`src/design/pw_usb_pkg.sv`:
```
`default_nettype none

//////////////////////////////
// front-end receive side
//////////////////////////////

package pw_usb_pkg;

   // timestamp counts fe_clk cycles from the arming edge
   localparam int TIMESTAMP_W = 16;

   // one byte as delivered by the UTMI front end
   typedef logic [7:0] fe_byte_t;

   // saturates at all ones, never wraps
   typedef logic [TIMESTAMP_W-1:0] timestamp_t;

   // UTMI receive signals, sampled on fe_clk
   // a byte is taken when rxvalid and rxactive are both high
   typedef struct packed {
      fe_byte_t data;     // received byte
      logic     rxvalid;  // data holds a byte this cycle
      logic     rxactive; // packet in progress
      logic     rxerror;  // front end flagged a receive error
   } fe_rx_t;

   //////////////////////////////
   // capture output
   //////////////////////////////

   // one record per captured byte
   typedef struct packed {
      timestamp_t timestamp; // cycles since arming, minus one
      fe_byte_t   data;      // the byte itself
      logic       err;       // rxerror seen with this byte
   } cap_rec_t;

   // record layout, msb first:
   //    [24:9] timestamp
   //    [8:1]  data
   //    [0]    err

endpackage

`default_nettype wire

```
`src/design/pw_trig_pkg.sv`:
```
`default_nettype none

//////////////////////////////
// pattern and trigger setup
//////////////////////////////

package pw_trig_pkg;

   localparam int PATTERN_BYTES = 8;
   localparam int PATTERN_W     = PATTERN_BYTES * 8;
   localparam int PAT_CNT_W     = 4;  // holds 1..PATTERN_BYTES
   localparam int TRIG_DELAY_W  = 20;
   localparam int TRIG_WIDTH_W  = 17;
   localparam int CAP_LEN_W     = 12;

   // byte 0 sits in bits 7..0 and meets the first packet byte
   typedef logic [PATTERN_W-1:0]    pattern_t;
   typedef logic [PAT_CNT_W-1:0]    pat_cnt_t;
   typedef logic [TRIG_DELAY_W-1:0] trig_delay_t;
   typedef logic [TRIG_WIDTH_W-1:0] trig_width_t; // at least 1
   typedef logic [CAP_LEN_W-1:0]    cap_len_t;

   // static setup, held while armed
   typedef struct packed {
      pattern_t    pattern;
      pattern_t    mask;          // 1 = bit is compared
      pat_cnt_t    pattern_bytes;
      trig_delay_t trig_delay;    // cycles between match and pulse
      trig_width_t trig_width;    // pulse length in cycles
      cap_len_t    cap_len;       // records per arm
   } pw_cfg_t;

   // trigger sequencer
   typedef enum logic [2:0] {
      IDLE,
      ARMED,
      DELAY,
      PULSE,
      DONE
   } trig_state_e;

endpackage

`default_nettype wire

```
`src/design/pw_pattern_matcher.sv`:
```
`timescale 1ns/1ps
`default_nettype none

module pw_pattern_matcher (
   input  wire                   fe_clk,
   input  wire                   rst_n_i,
   input  wire pw_usb_pkg::fe_rx_t     fe_rx_i,
   input  wire pw_trig_pkg::pattern_t  pattern_i,
   input  wire pw_trig_pkg::pattern_t  mask_i,
   input  wire pw_trig_pkg::pat_cnt_t  pattern_bytes_i,
   output logic                  match_o
);

   import pw_usb_pkg::*;
   import pw_trig_pkg::*;

   pat_cnt_t   idx_q;      // byte position in current packet
   logic       hit_q;      // all compared bytes matched so far
   logic [2:0] sel;
   fe_byte_t   pat_byte;
   fe_byte_t   mask_byte;
   logic       accept;
   logic       in_pattern;
   logic       last_byte;
   logic       byte_ok;

   assign accept     = fe_rx_i.rxvalid && fe_rx_i.rxactive;
   assign in_pattern = idx_q < pattern_bytes_i;
   assign last_byte  = idx_q == pat_cnt_t'(pattern_bytes_i - 1'b1);

   // pick the pattern byte for this position
   assign sel       = idx_q[2:0];
   assign pat_byte  = pattern_i[sel*8 +: 8];
   assign mask_byte = mask_i[sel*8 +: 8];

   // masked-off bits never cause a miss, an rx error always does
   assign byte_ok = (((fe_rx_i.data ^ pat_byte) & mask_byte) == '0) && !fe_rx_i.rxerror;

   //////////////////////////////
   // per-packet compare
   //////////////////////////////

   always_ff @(posedge fe_clk) begin
      if (!rst_n_i) begin
         idx_q   <= '0;
         hit_q   <= 1'b1;
         match_o <= 1'b0;
      end else begin
         match_o <= 1'b0; // strobe
         if (!fe_rx_i.rxactive) begin
            // between packets, start over
            idx_q <= '0;
            hit_q <= 1'b1;
         end else if (accept && in_pattern) begin
            idx_q <= idx_q + 1'b1; // stops at pattern_bytes, rest ignored
            if (!byte_ok)
               hit_q <= 1'b0;
            if (last_byte && hit_q && byte_ok)
               match_o <= 1'b1;
         end
      end
   end

   // setup must name at least one and at most all pattern bytes
   a_pat_cnt_range: assert property (@(posedge fe_clk) disable iff (!rst_n_i)
      accept |-> pattern_bytes_i inside {[1:PATTERN_BYTES]});

endmodule

`default_nettype wire

```
`src/design/pw_fe_capture.sv`:
```
`timescale 1ns/1ps
`default_nettype none

module pw_fe_capture (
   input  wire                   fe_clk,
   input  wire                   rst_n_i,
   input  wire                   capturing_i,
   input  wire pw_usb_pkg::fe_rx_t     fe_rx_i,
   input  wire pw_trig_pkg::cap_len_t  cap_len_i,
   output logic                  cap_valid_o,
   output pw_usb_pkg::cap_rec_t  cap_rec_o
);

   import pw_usb_pkg::*;
   import pw_trig_pkg::*;

   timestamp_t ts_q;       // cycles since capturing went high
   cap_len_t   rec_cnt_q;  // records produced this arm
   cap_rec_t   rec_q;      // record held one cycle before output
   logic       take_q;
   logic       accept;
   logic       take;
   logic       ts_full;

   assign accept  = fe_rx_i.rxvalid && fe_rx_i.rxactive;
   assign ts_full = ts_q == {TIMESTAMP_W{1'b1}};

   // record only while armed and below the length limit
   assign take = accept && capturing_i && (rec_cnt_q < cap_len_i);

   //////////////////////////////
   // timestamp and record count
   //////////////////////////////

   always_ff @(posedge fe_clk) begin
      if (!rst_n_i) begin
         ts_q        <= '0;
         rec_cnt_q   <= '0;
         take_q      <= 1'b0;
         cap_valid_o <= 1'b0;
      end else begin
         take_q      <= take;
         cap_valid_o <= take_q; // one cycle after the byte was taken
         if (!capturing_i) begin
            ts_q      <= '0;
            rec_cnt_q <= '0;
         end else begin
            if (!ts_full)
               ts_q <= ts_q + 1'b1; // hold at max
            if (take)
               rec_cnt_q <= rec_cnt_q + 1'b1;
         end
      end
   end

   // record payload, qualified by cap_valid_o
   always_ff @(posedge fe_clk) begin
      if (take) begin
         rec_q.timestamp <= ts_q;
         rec_q.data      <= fe_rx_i.data;
         rec_q.err       <= fe_rx_i.rxerror;
      end
      if (take_q)
         cap_rec_o <= rec_q;
   end

   // record count never runs past the limit within one arm
   a_cap_limit: assert property (@(posedge fe_clk) disable iff (!rst_n_i)
      capturing_i |-> rec_cnt_q <= cap_len_i);

endmodule

`default_nettype wire

```
`src/design/pw_trigger_timer.sv`:
```
`timescale 1ns/1ps
`default_nettype none

module pw_trigger_timer (
   input  wire                      fe_clk,
   input  wire                      rst_n_i,
   input  wire                      load_i,
   input  wire pw_trig_pkg::trig_width_t  count_i,
   output logic                     done_o
);

   import pw_trig_pkg::*;

   trig_width_t cnt_q;
   logic        busy_q;

   // high for one cycle once a loaded count has run down
   assign done_o = busy_q && (cnt_q == '0);

   always_ff @(posedge fe_clk) begin
      if (!rst_n_i) begin
         cnt_q  <= '0;
         busy_q <= 1'b0;
      end else if (load_i) begin
         cnt_q  <= count_i; // restart, even mid count
         busy_q <= 1'b1;
      end else if (busy_q) begin
         if (cnt_q == '0)
            busy_q <= 1'b0; // done seen this edge
         else
            cnt_q <= cnt_q - 1'b1;
      end
   end

   // done comes straight from a zero load or from a running count
   a_done_after_load: assert property (@(posedge fe_clk) disable iff (!rst_n_i)
      done_o |-> $past(load_i) || $past(busy_q && (cnt_q != '0)));

endmodule

`default_nettype wire

```
`src/design/pw_trigger_fsm.sv`:
```
`timescale 1ns/1ps
`default_nettype none

module pw_trigger_fsm (
   input  wire                      fe_clk,
   input  wire                      rst_n_i,
   input  wire                      arm_i,
   input  wire                      match_i,
   input  wire                      timer_done_i,
   input  wire pw_trig_pkg::trig_delay_t  trig_delay_i,
   input  wire pw_trig_pkg::trig_width_t  trig_width_i,
   output logic                     timer_load_o,
   output pw_trig_pkg::trig_width_t timer_count_o,
   output logic                     trig_o,
   output logic                     capturing_o
);

   import pw_trig_pkg::*;

   trig_state_e state_q;
   trig_state_e state_d;

   //////////////////////////////
   // next state
   //////////////////////////////

   always_comb begin
      state_d       = state_q;
      timer_load_o  = 1'b0;
      timer_count_o = trig_width_i - 1'b1;
      if (!arm_i) begin
         state_d = IDLE; // disarm wins in every state
      end else begin
         case (state_q)
            IDLE: begin
               state_d = ARMED;
            end
            ARMED: begin
               if (match_i) begin
                  timer_load_o = 1'b1;
                  if (trig_delay_i == '0) begin
                     state_d = PULSE; // no delay stage
                  end else begin
                     state_d       = DELAY;
                     timer_count_o = trig_width_t'(trig_delay_i - 1'b1);
                  end
               end
            end
            DELAY: begin
               if (timer_done_i) begin
                  state_d      = PULSE;
                  timer_load_o = 1'b1; // width count
               end
            end
            PULSE: begin
               if (timer_done_i)
                  state_d = DONE;
            end
            DONE: begin
               state_d = DONE; // one trigger per arm
            end
            default: begin
               state_d = IDLE;
            end
         endcase
      end
   end

   //////////////////////////////
   // state and outputs
   //////////////////////////////

   always_ff @(posedge fe_clk) begin
      if (!rst_n_i) begin
         state_q     <= IDLE;
         trig_o      <= 1'b0;
         capturing_o <= 1'b0;
      end else begin
         state_q     <= state_d;
         trig_o      <= state_q == PULSE; // one cycle behind the state
         capturing_o <= state_d != IDLE;  // high from the arming edge
      end
   end

   a_width_nonzero: assert property (@(posedge fe_clk) disable iff (!rst_n_i)
      state_q == ARMED |-> trig_width_i != '0);

   // no pulse while still waiting for a match or for the delay
   a_trig_in_pulse: assert property (@(posedge fe_clk) disable iff (!rst_n_i)
      trig_o |-> !(state_q inside {ARMED, DELAY}));

endmodule

`default_nettype wire

```
`src/design/pw_sniffer_top.sv`:
```
`timescale 1ns/1ps
`default_nettype none

module pw_sniffer_top (
   input  wire                    fe_clk,
   input  wire                    rst_n_i,
   input  wire                    arm_i,
   input  wire pw_trig_pkg::pw_cfg_t    cfg_i,
   input  wire pw_usb_pkg::fe_rx_t      fe_rx_i,
   output logic                   trig_o,
   output logic                   capturing_o,
   output logic                   cap_valid_o,
   output pw_usb_pkg::cap_rec_t   cap_rec_o
);

   import pw_trig_pkg::*;

   logic        match;
   logic        timer_load;
   trig_width_t timer_count;
   logic        timer_done;

   //////////////////////////////
   // packet matching
   //////////////////////////////

   pw_pattern_matcher u_pattern_matcher (
      .fe_clk          (fe_clk),
      .rst_n_i         (rst_n_i),
      .fe_rx_i         (fe_rx_i),
      .pattern_i       (cfg_i.pattern),
      .mask_i          (cfg_i.mask),
      .pattern_bytes_i (cfg_i.pattern_bytes),
      .match_o         (match)
   );

   pw_fe_capture u_fe_capture (
      .fe_clk      (fe_clk),
      .rst_n_i     (rst_n_i),
      .capturing_i (capturing_o), // capture window follows arming
      .fe_rx_i     (fe_rx_i),
      .cap_len_i   (cfg_i.cap_len),
      .cap_valid_o (cap_valid_o),
      .cap_rec_o   (cap_rec_o)
   );

   //////////////////////////////
   // trigger generation
   //////////////////////////////

   pw_trigger_timer u_trigger_timer (
      .fe_clk  (fe_clk),
      .rst_n_i (rst_n_i),
      .load_i  (timer_load),
      .count_i (timer_count),
      .done_o  (timer_done)
   );

   pw_trigger_fsm u_trigger_fsm (
      .fe_clk        (fe_clk),
      .rst_n_i       (rst_n_i),
      .arm_i         (arm_i),
      .match_i       (match),
      .timer_done_i  (timer_done),
      .trig_delay_i  (cfg_i.trig_delay),
      .trig_width_i  (cfg_i.trig_width),
      .timer_load_o  (timer_load),
      .timer_count_o (timer_count),
      .trig_o        (trig_o),
      .capturing_o   (capturing_o)
   );

endmodule

`default_nettype wire

```
`config.mk`:
```
export PLATFORM = sky130hd
export DESIGN_NAME = pw_sniffer_top
export DESIGN_NICKNAME = d
export VERILOG_FILES = /design/src/design/pw_usb_pkg.sv /design/src/design/pw_trig_pkg.sv /design/src/design/pw_pattern_matcher.sv /design/src/design/pw_fe_capture.sv /design/src/design/pw_trigger_timer.sv /design/src/design/pw_trigger_fsm.sv /design/src/design/pw_sniffer_top.sv
export SDC_FILE = /design/constraint.sdc
export NUM_CORES = 1
export LEC_CHECK = 0
export BUFFER_PORTS_ARGS = -buffer_cell sky130_fd_sc_hd__buf_2
export CAP_MARGIN = 10
export CORE_MARGIN = 1
export CORE_UTILIZATION = 35
export DETAILED_ROUTE_END_ITERATION = 16
export GPL_TIMING_DRIVEN = 1
export SLEW_MARGIN = 20
export SYNTH_ARGS = -nofsm -noshare
export SYNTH_HDL_FRONTEND = slang
export SYNTH_SLANG_ARGS = --single-unit
export TNS_END_PERCENT = 100
```
`constraint.sdc`:
```
create_clock -name fe_clk -period 6.8 [get_ports fe_clk]
set_clock_uncertainty 0.05 [all_clocks]
set_input_delay 0.68 -clock fe_clk [delete_from_list [all_inputs] [get_ports fe_clk]]
set_output_delay 0.68 -clock fe_clk [all_outputs]
set_load 0.02 [all_outputs]
```
==> out/summary.txt <==
Syn Std Cell Area - 0.006610 sq mm
Grt total ovfl - 0
TritonCTS Sinks - 109
Drt total wl - 17.36 mm
Post-synthesis average cell area - 9.895 sq um
Worst Hold Depth - 0
XOR/XNOR Fraction of Synth Area - 14.31%
RSZ-0062 raised after global routing - no
Setup_tns - 0 ns
Commonest non-fill, non-tap cell in the layout - buf_2
Via count - 5606
CTS tree - yes
Relative slew margins - 28.34%
Crit start category - primary input
Leakage - 3.485 nW
Core Region - 0.01821 sq mm
Detail-routed net length per standard cell - 15.60 um
Port Buffer Count - 222
FP Rows - 49
Setup Viol. Count Final - 0
Clk buf depth - 2
First-pass GRT wire length - 27.34 mm
Setup crit end kind - register
Pin count of the biggest net entering global routing - 36
Clock-pin transition on the worst setup and hold timing paths - 0.08 ns
Area Growth Syn to Fin - 24.19%
Worst EP required - 6.99 ns
Critical-path maximum fanout - 33
Fin crit share - 45.72%
Total track usage - 18.03%
Sequential-to-total area share from yosys stat - 40.58%
Crit-path max cell delay - 0.96 ns
DRT Pass-1 Iters - 4
Min cycle time layout - 3.109 ns
Clock root buffer - clkbuf_16
Die Span Y - 139.4 um
Critical-path top delay cell - a21oi_4
Antenna viol nets, final - 0
Number of enable flip-flop cells after synthesis - 50
Final hold slack - 0.3649 ns
Post-DP Area - 0.007900 sq mm
Crit-path cells - buf_2 > inv_1 > ha_1 > a21oi_1 > nor2b_1 > o21ai_0 > nand4bb_1 > a21oi_4 > a31oi_1 > a41o_1
Clk_lat worst skew - 0.35 ns
RD Place Congestion - 0.8369
PostCTS Resize Cnt - 0
Outcome - finished clean
Final Hold Fails - 0
Pwr/cell area - 168.8 mW/mm^2
Adder-Cell Fraction of Synth Area - 4.354%
Layout cells sized above 1 - 30.61%
Die area - 0.01944 sq mm
Critical Path AT - 3.30 ns
Synth Flop Type - dfxtp_1
Post-CTS setup buffers - 0
Synth async-reset ratio - 0%
Commonest non-fill, non-tap cells in the layout - buf_2, xor2_1, nor2_1, dfxtp_1, edfxtp_1
Simple-gate share of the synthesized area - 18.34%
Mux cell area share after synthesis - 5.565%
Final Cell Area - 0.008209 sq mm
Synth warn - 0
Max-cap violations - 0
Area fraction in compound gates after synthesis - 13.06%
# DRC - 0
Critical setup path kind - in2reg
Finished Core Util - 45.08%
Count of final max-slew check failures - 0
CTS Buf Count - 9
Synth Register Bits - 109
Initial core utilization - 36.30%
Detailed Route Iter0 Violations - 299
Reg2reg path depth - 8
Nets - 1095
Die Wd - 139.4 um
Worst vdd ir - 101.4 uV
CTS HTree Levels - 3
Initial antenna violation count - 1
Dpl hpwl - 13.86 mm
Vias in the first global route - 5514
Netlist cell types - 69
# hold bufs at CTS - 0
FILL cells - 1772
Cells after Synth - 668
Average vias per placed instance - 5.037
Synthesized Nets - 886
Min-Delay Path Class - reg2reg
Tightest Pin Transition - 1.073 ns
Top-Level Pins - 223
Largest family of logic cells by synthesized area - simple AND/OR/NAND/NOR gates
Max Freq - 321.7 MHz
[report_power, final]
part	leakage [nW]	switching [mW]	internal, mW
clock	0.142	0.258	0.261
sequential	0.936	0.00281	0.687
combinational	2.41	0.0903	0.0872
total	3.49	0.351	1.03
[path summary, 6_finish.rpt]
| check | from | end | slack (ns) |
|---|---|---|---|
| worst max-delay path | cfg_i[9] | u_fe_capture.rec_cnt_q[6] | 3.69 |
| worst min-delay path | u_fe_capture.rec_q[22] | u_fe_capture.cap_rec_o[22] | 0.36 |
| worst max register to register | u_fe_capture.rec_cnt_q[9] | u_fe_capture.rec_cnt_q[6] | 3.81 |
| worst min register to register | u_fe_capture.rec_q[22] | u_fe_capture.cap_rec_o[22] | 0.36 |
[cells by family (layout without fill, tap and decap cells)]
group | count (synthesis) | count (layout)
mux | 25 | 25
other cells | 0 | 2
flops | 109 | 109
simple gates | 232 | 232
buf+inv | 59 | 273
xor+xnor | 108 | 108
fa+ha+maj | 23 | 23
compound gates | 112 | 112
[critical path, delay by kind of cell]
kind | cells | cell delay, ns
adder cells (fa/ha/maj) | 1 | 0.30
buffers and inverters | 2 | 0.13
AND/OR/NAND/NOR | 2 | 0.46
AO/OA/AOI/OAI | 5 | 1.73
[state kept, by name, summed over array words and instances (netlist names)]
| name | flops |
|---|---|
| u_fe_capture.take_q | 1 |
| u_trigger_timer.cnt_q | 17 |
| u_trigger_timer.busy_q | 1 |
| u_fe_capture.cap_valid_o | 1 |
| u_pattern_matcher.idx_q | 4 |
| u_trigger_fsm.trig_o | 1 |
| u_trigger_fsm.state_q | 3 |
| u_fe_capture.cap_rec_o | 25 |
| u_pattern_matcher.hit_q | 1 |
| u_trigger_fsm.capturing_o | 1 |
| u_fe_capture.rec_q | 25 |
| u_fe_capture.ts_q | 16 |
| u_pattern_matcher.match_o | 1 |
| u_fe_capture.rec_cnt_q | 12 |
[per-stage QoR]
| stage | power (mW) | std cells | setup WS, ns |
|---|---|---|---|
| after floorplan | 0.7909 | 668 | 3.937 |
| after global placement | 0.8821 | 1095 | 3.437 |
| after detailed placement | 0.8839 | 1095 | 3.324 |
| after CTS | 1.406 | 1111 | 3.696 |
| after global routing | 1.448 | 1112 | 3.414 |
| final | 1.386 | 1113 | 3.691 |
[layout make-up]
cell class	instances	area, sq um	share of cell area [%]
diodes	2	5.005	0.06097
clock buffers	9	225.2	2.743
clock inverters	7	78.83	0.9602
inverters	32	120.1	1.463
multi-input cells	500	3677	44.80
flip-flops and latches	109	2683	32.68
well taps	229	286.5	3.490
repair buffers	225	1134	13.81
[synthesized netlist by cell type (9+ instances only)]
| cell type | n | area [sq um] |
|---|---|---|
| xor2_1 | 75 | 656.9 |
| ha_1 | 23 | 287.8 |
| nor2_1 | 59 | 221.5 |
| nand3_1 | 25 | 125.1 |
| a221oi_1 | 13 | 113.9 |
| or3_1 | 11 | 68.82 |
| edfxtp_1 | 50 | 1501 |
| mux4_2 | 9 | 202.7 |
| clkbuf_1 | 14 | 52.55 |
| nor3_1 | 21 | 105.1 |
| nand2b_1 | 11 | 68.82 |
| a21oi_1 | 21 | 105.1 |
| xnor2_1 | 33 | 289.0 |
| dfxtp_1 | 59 | 1181 |
| o211a_1 | 13 | 130.1 |
| mux2i_1 | 12 | 120.1 |
| inv_1 | 32 | 120.1 |
| o21ai_0 | 16 | 80.08 |
| nand2_1 | 47 | 176.4 |
[layer usage]
| layer | part of all wire (%) | global-route usage (%) | vias up |
|---|---|---|---|
| met5 | 0 | 0 | - |
| met4 | 2.5 | 7.076 | 0 |
| met3 | 4.2 | 2.925 | 18 |
| met2 | 52 | 33.83 | 163 |
| met1 | 41 | 20.23 | 2587 |
| li1 | - | - | 2838 |
No activity file was read; power rests on OpenSTA's default activity.
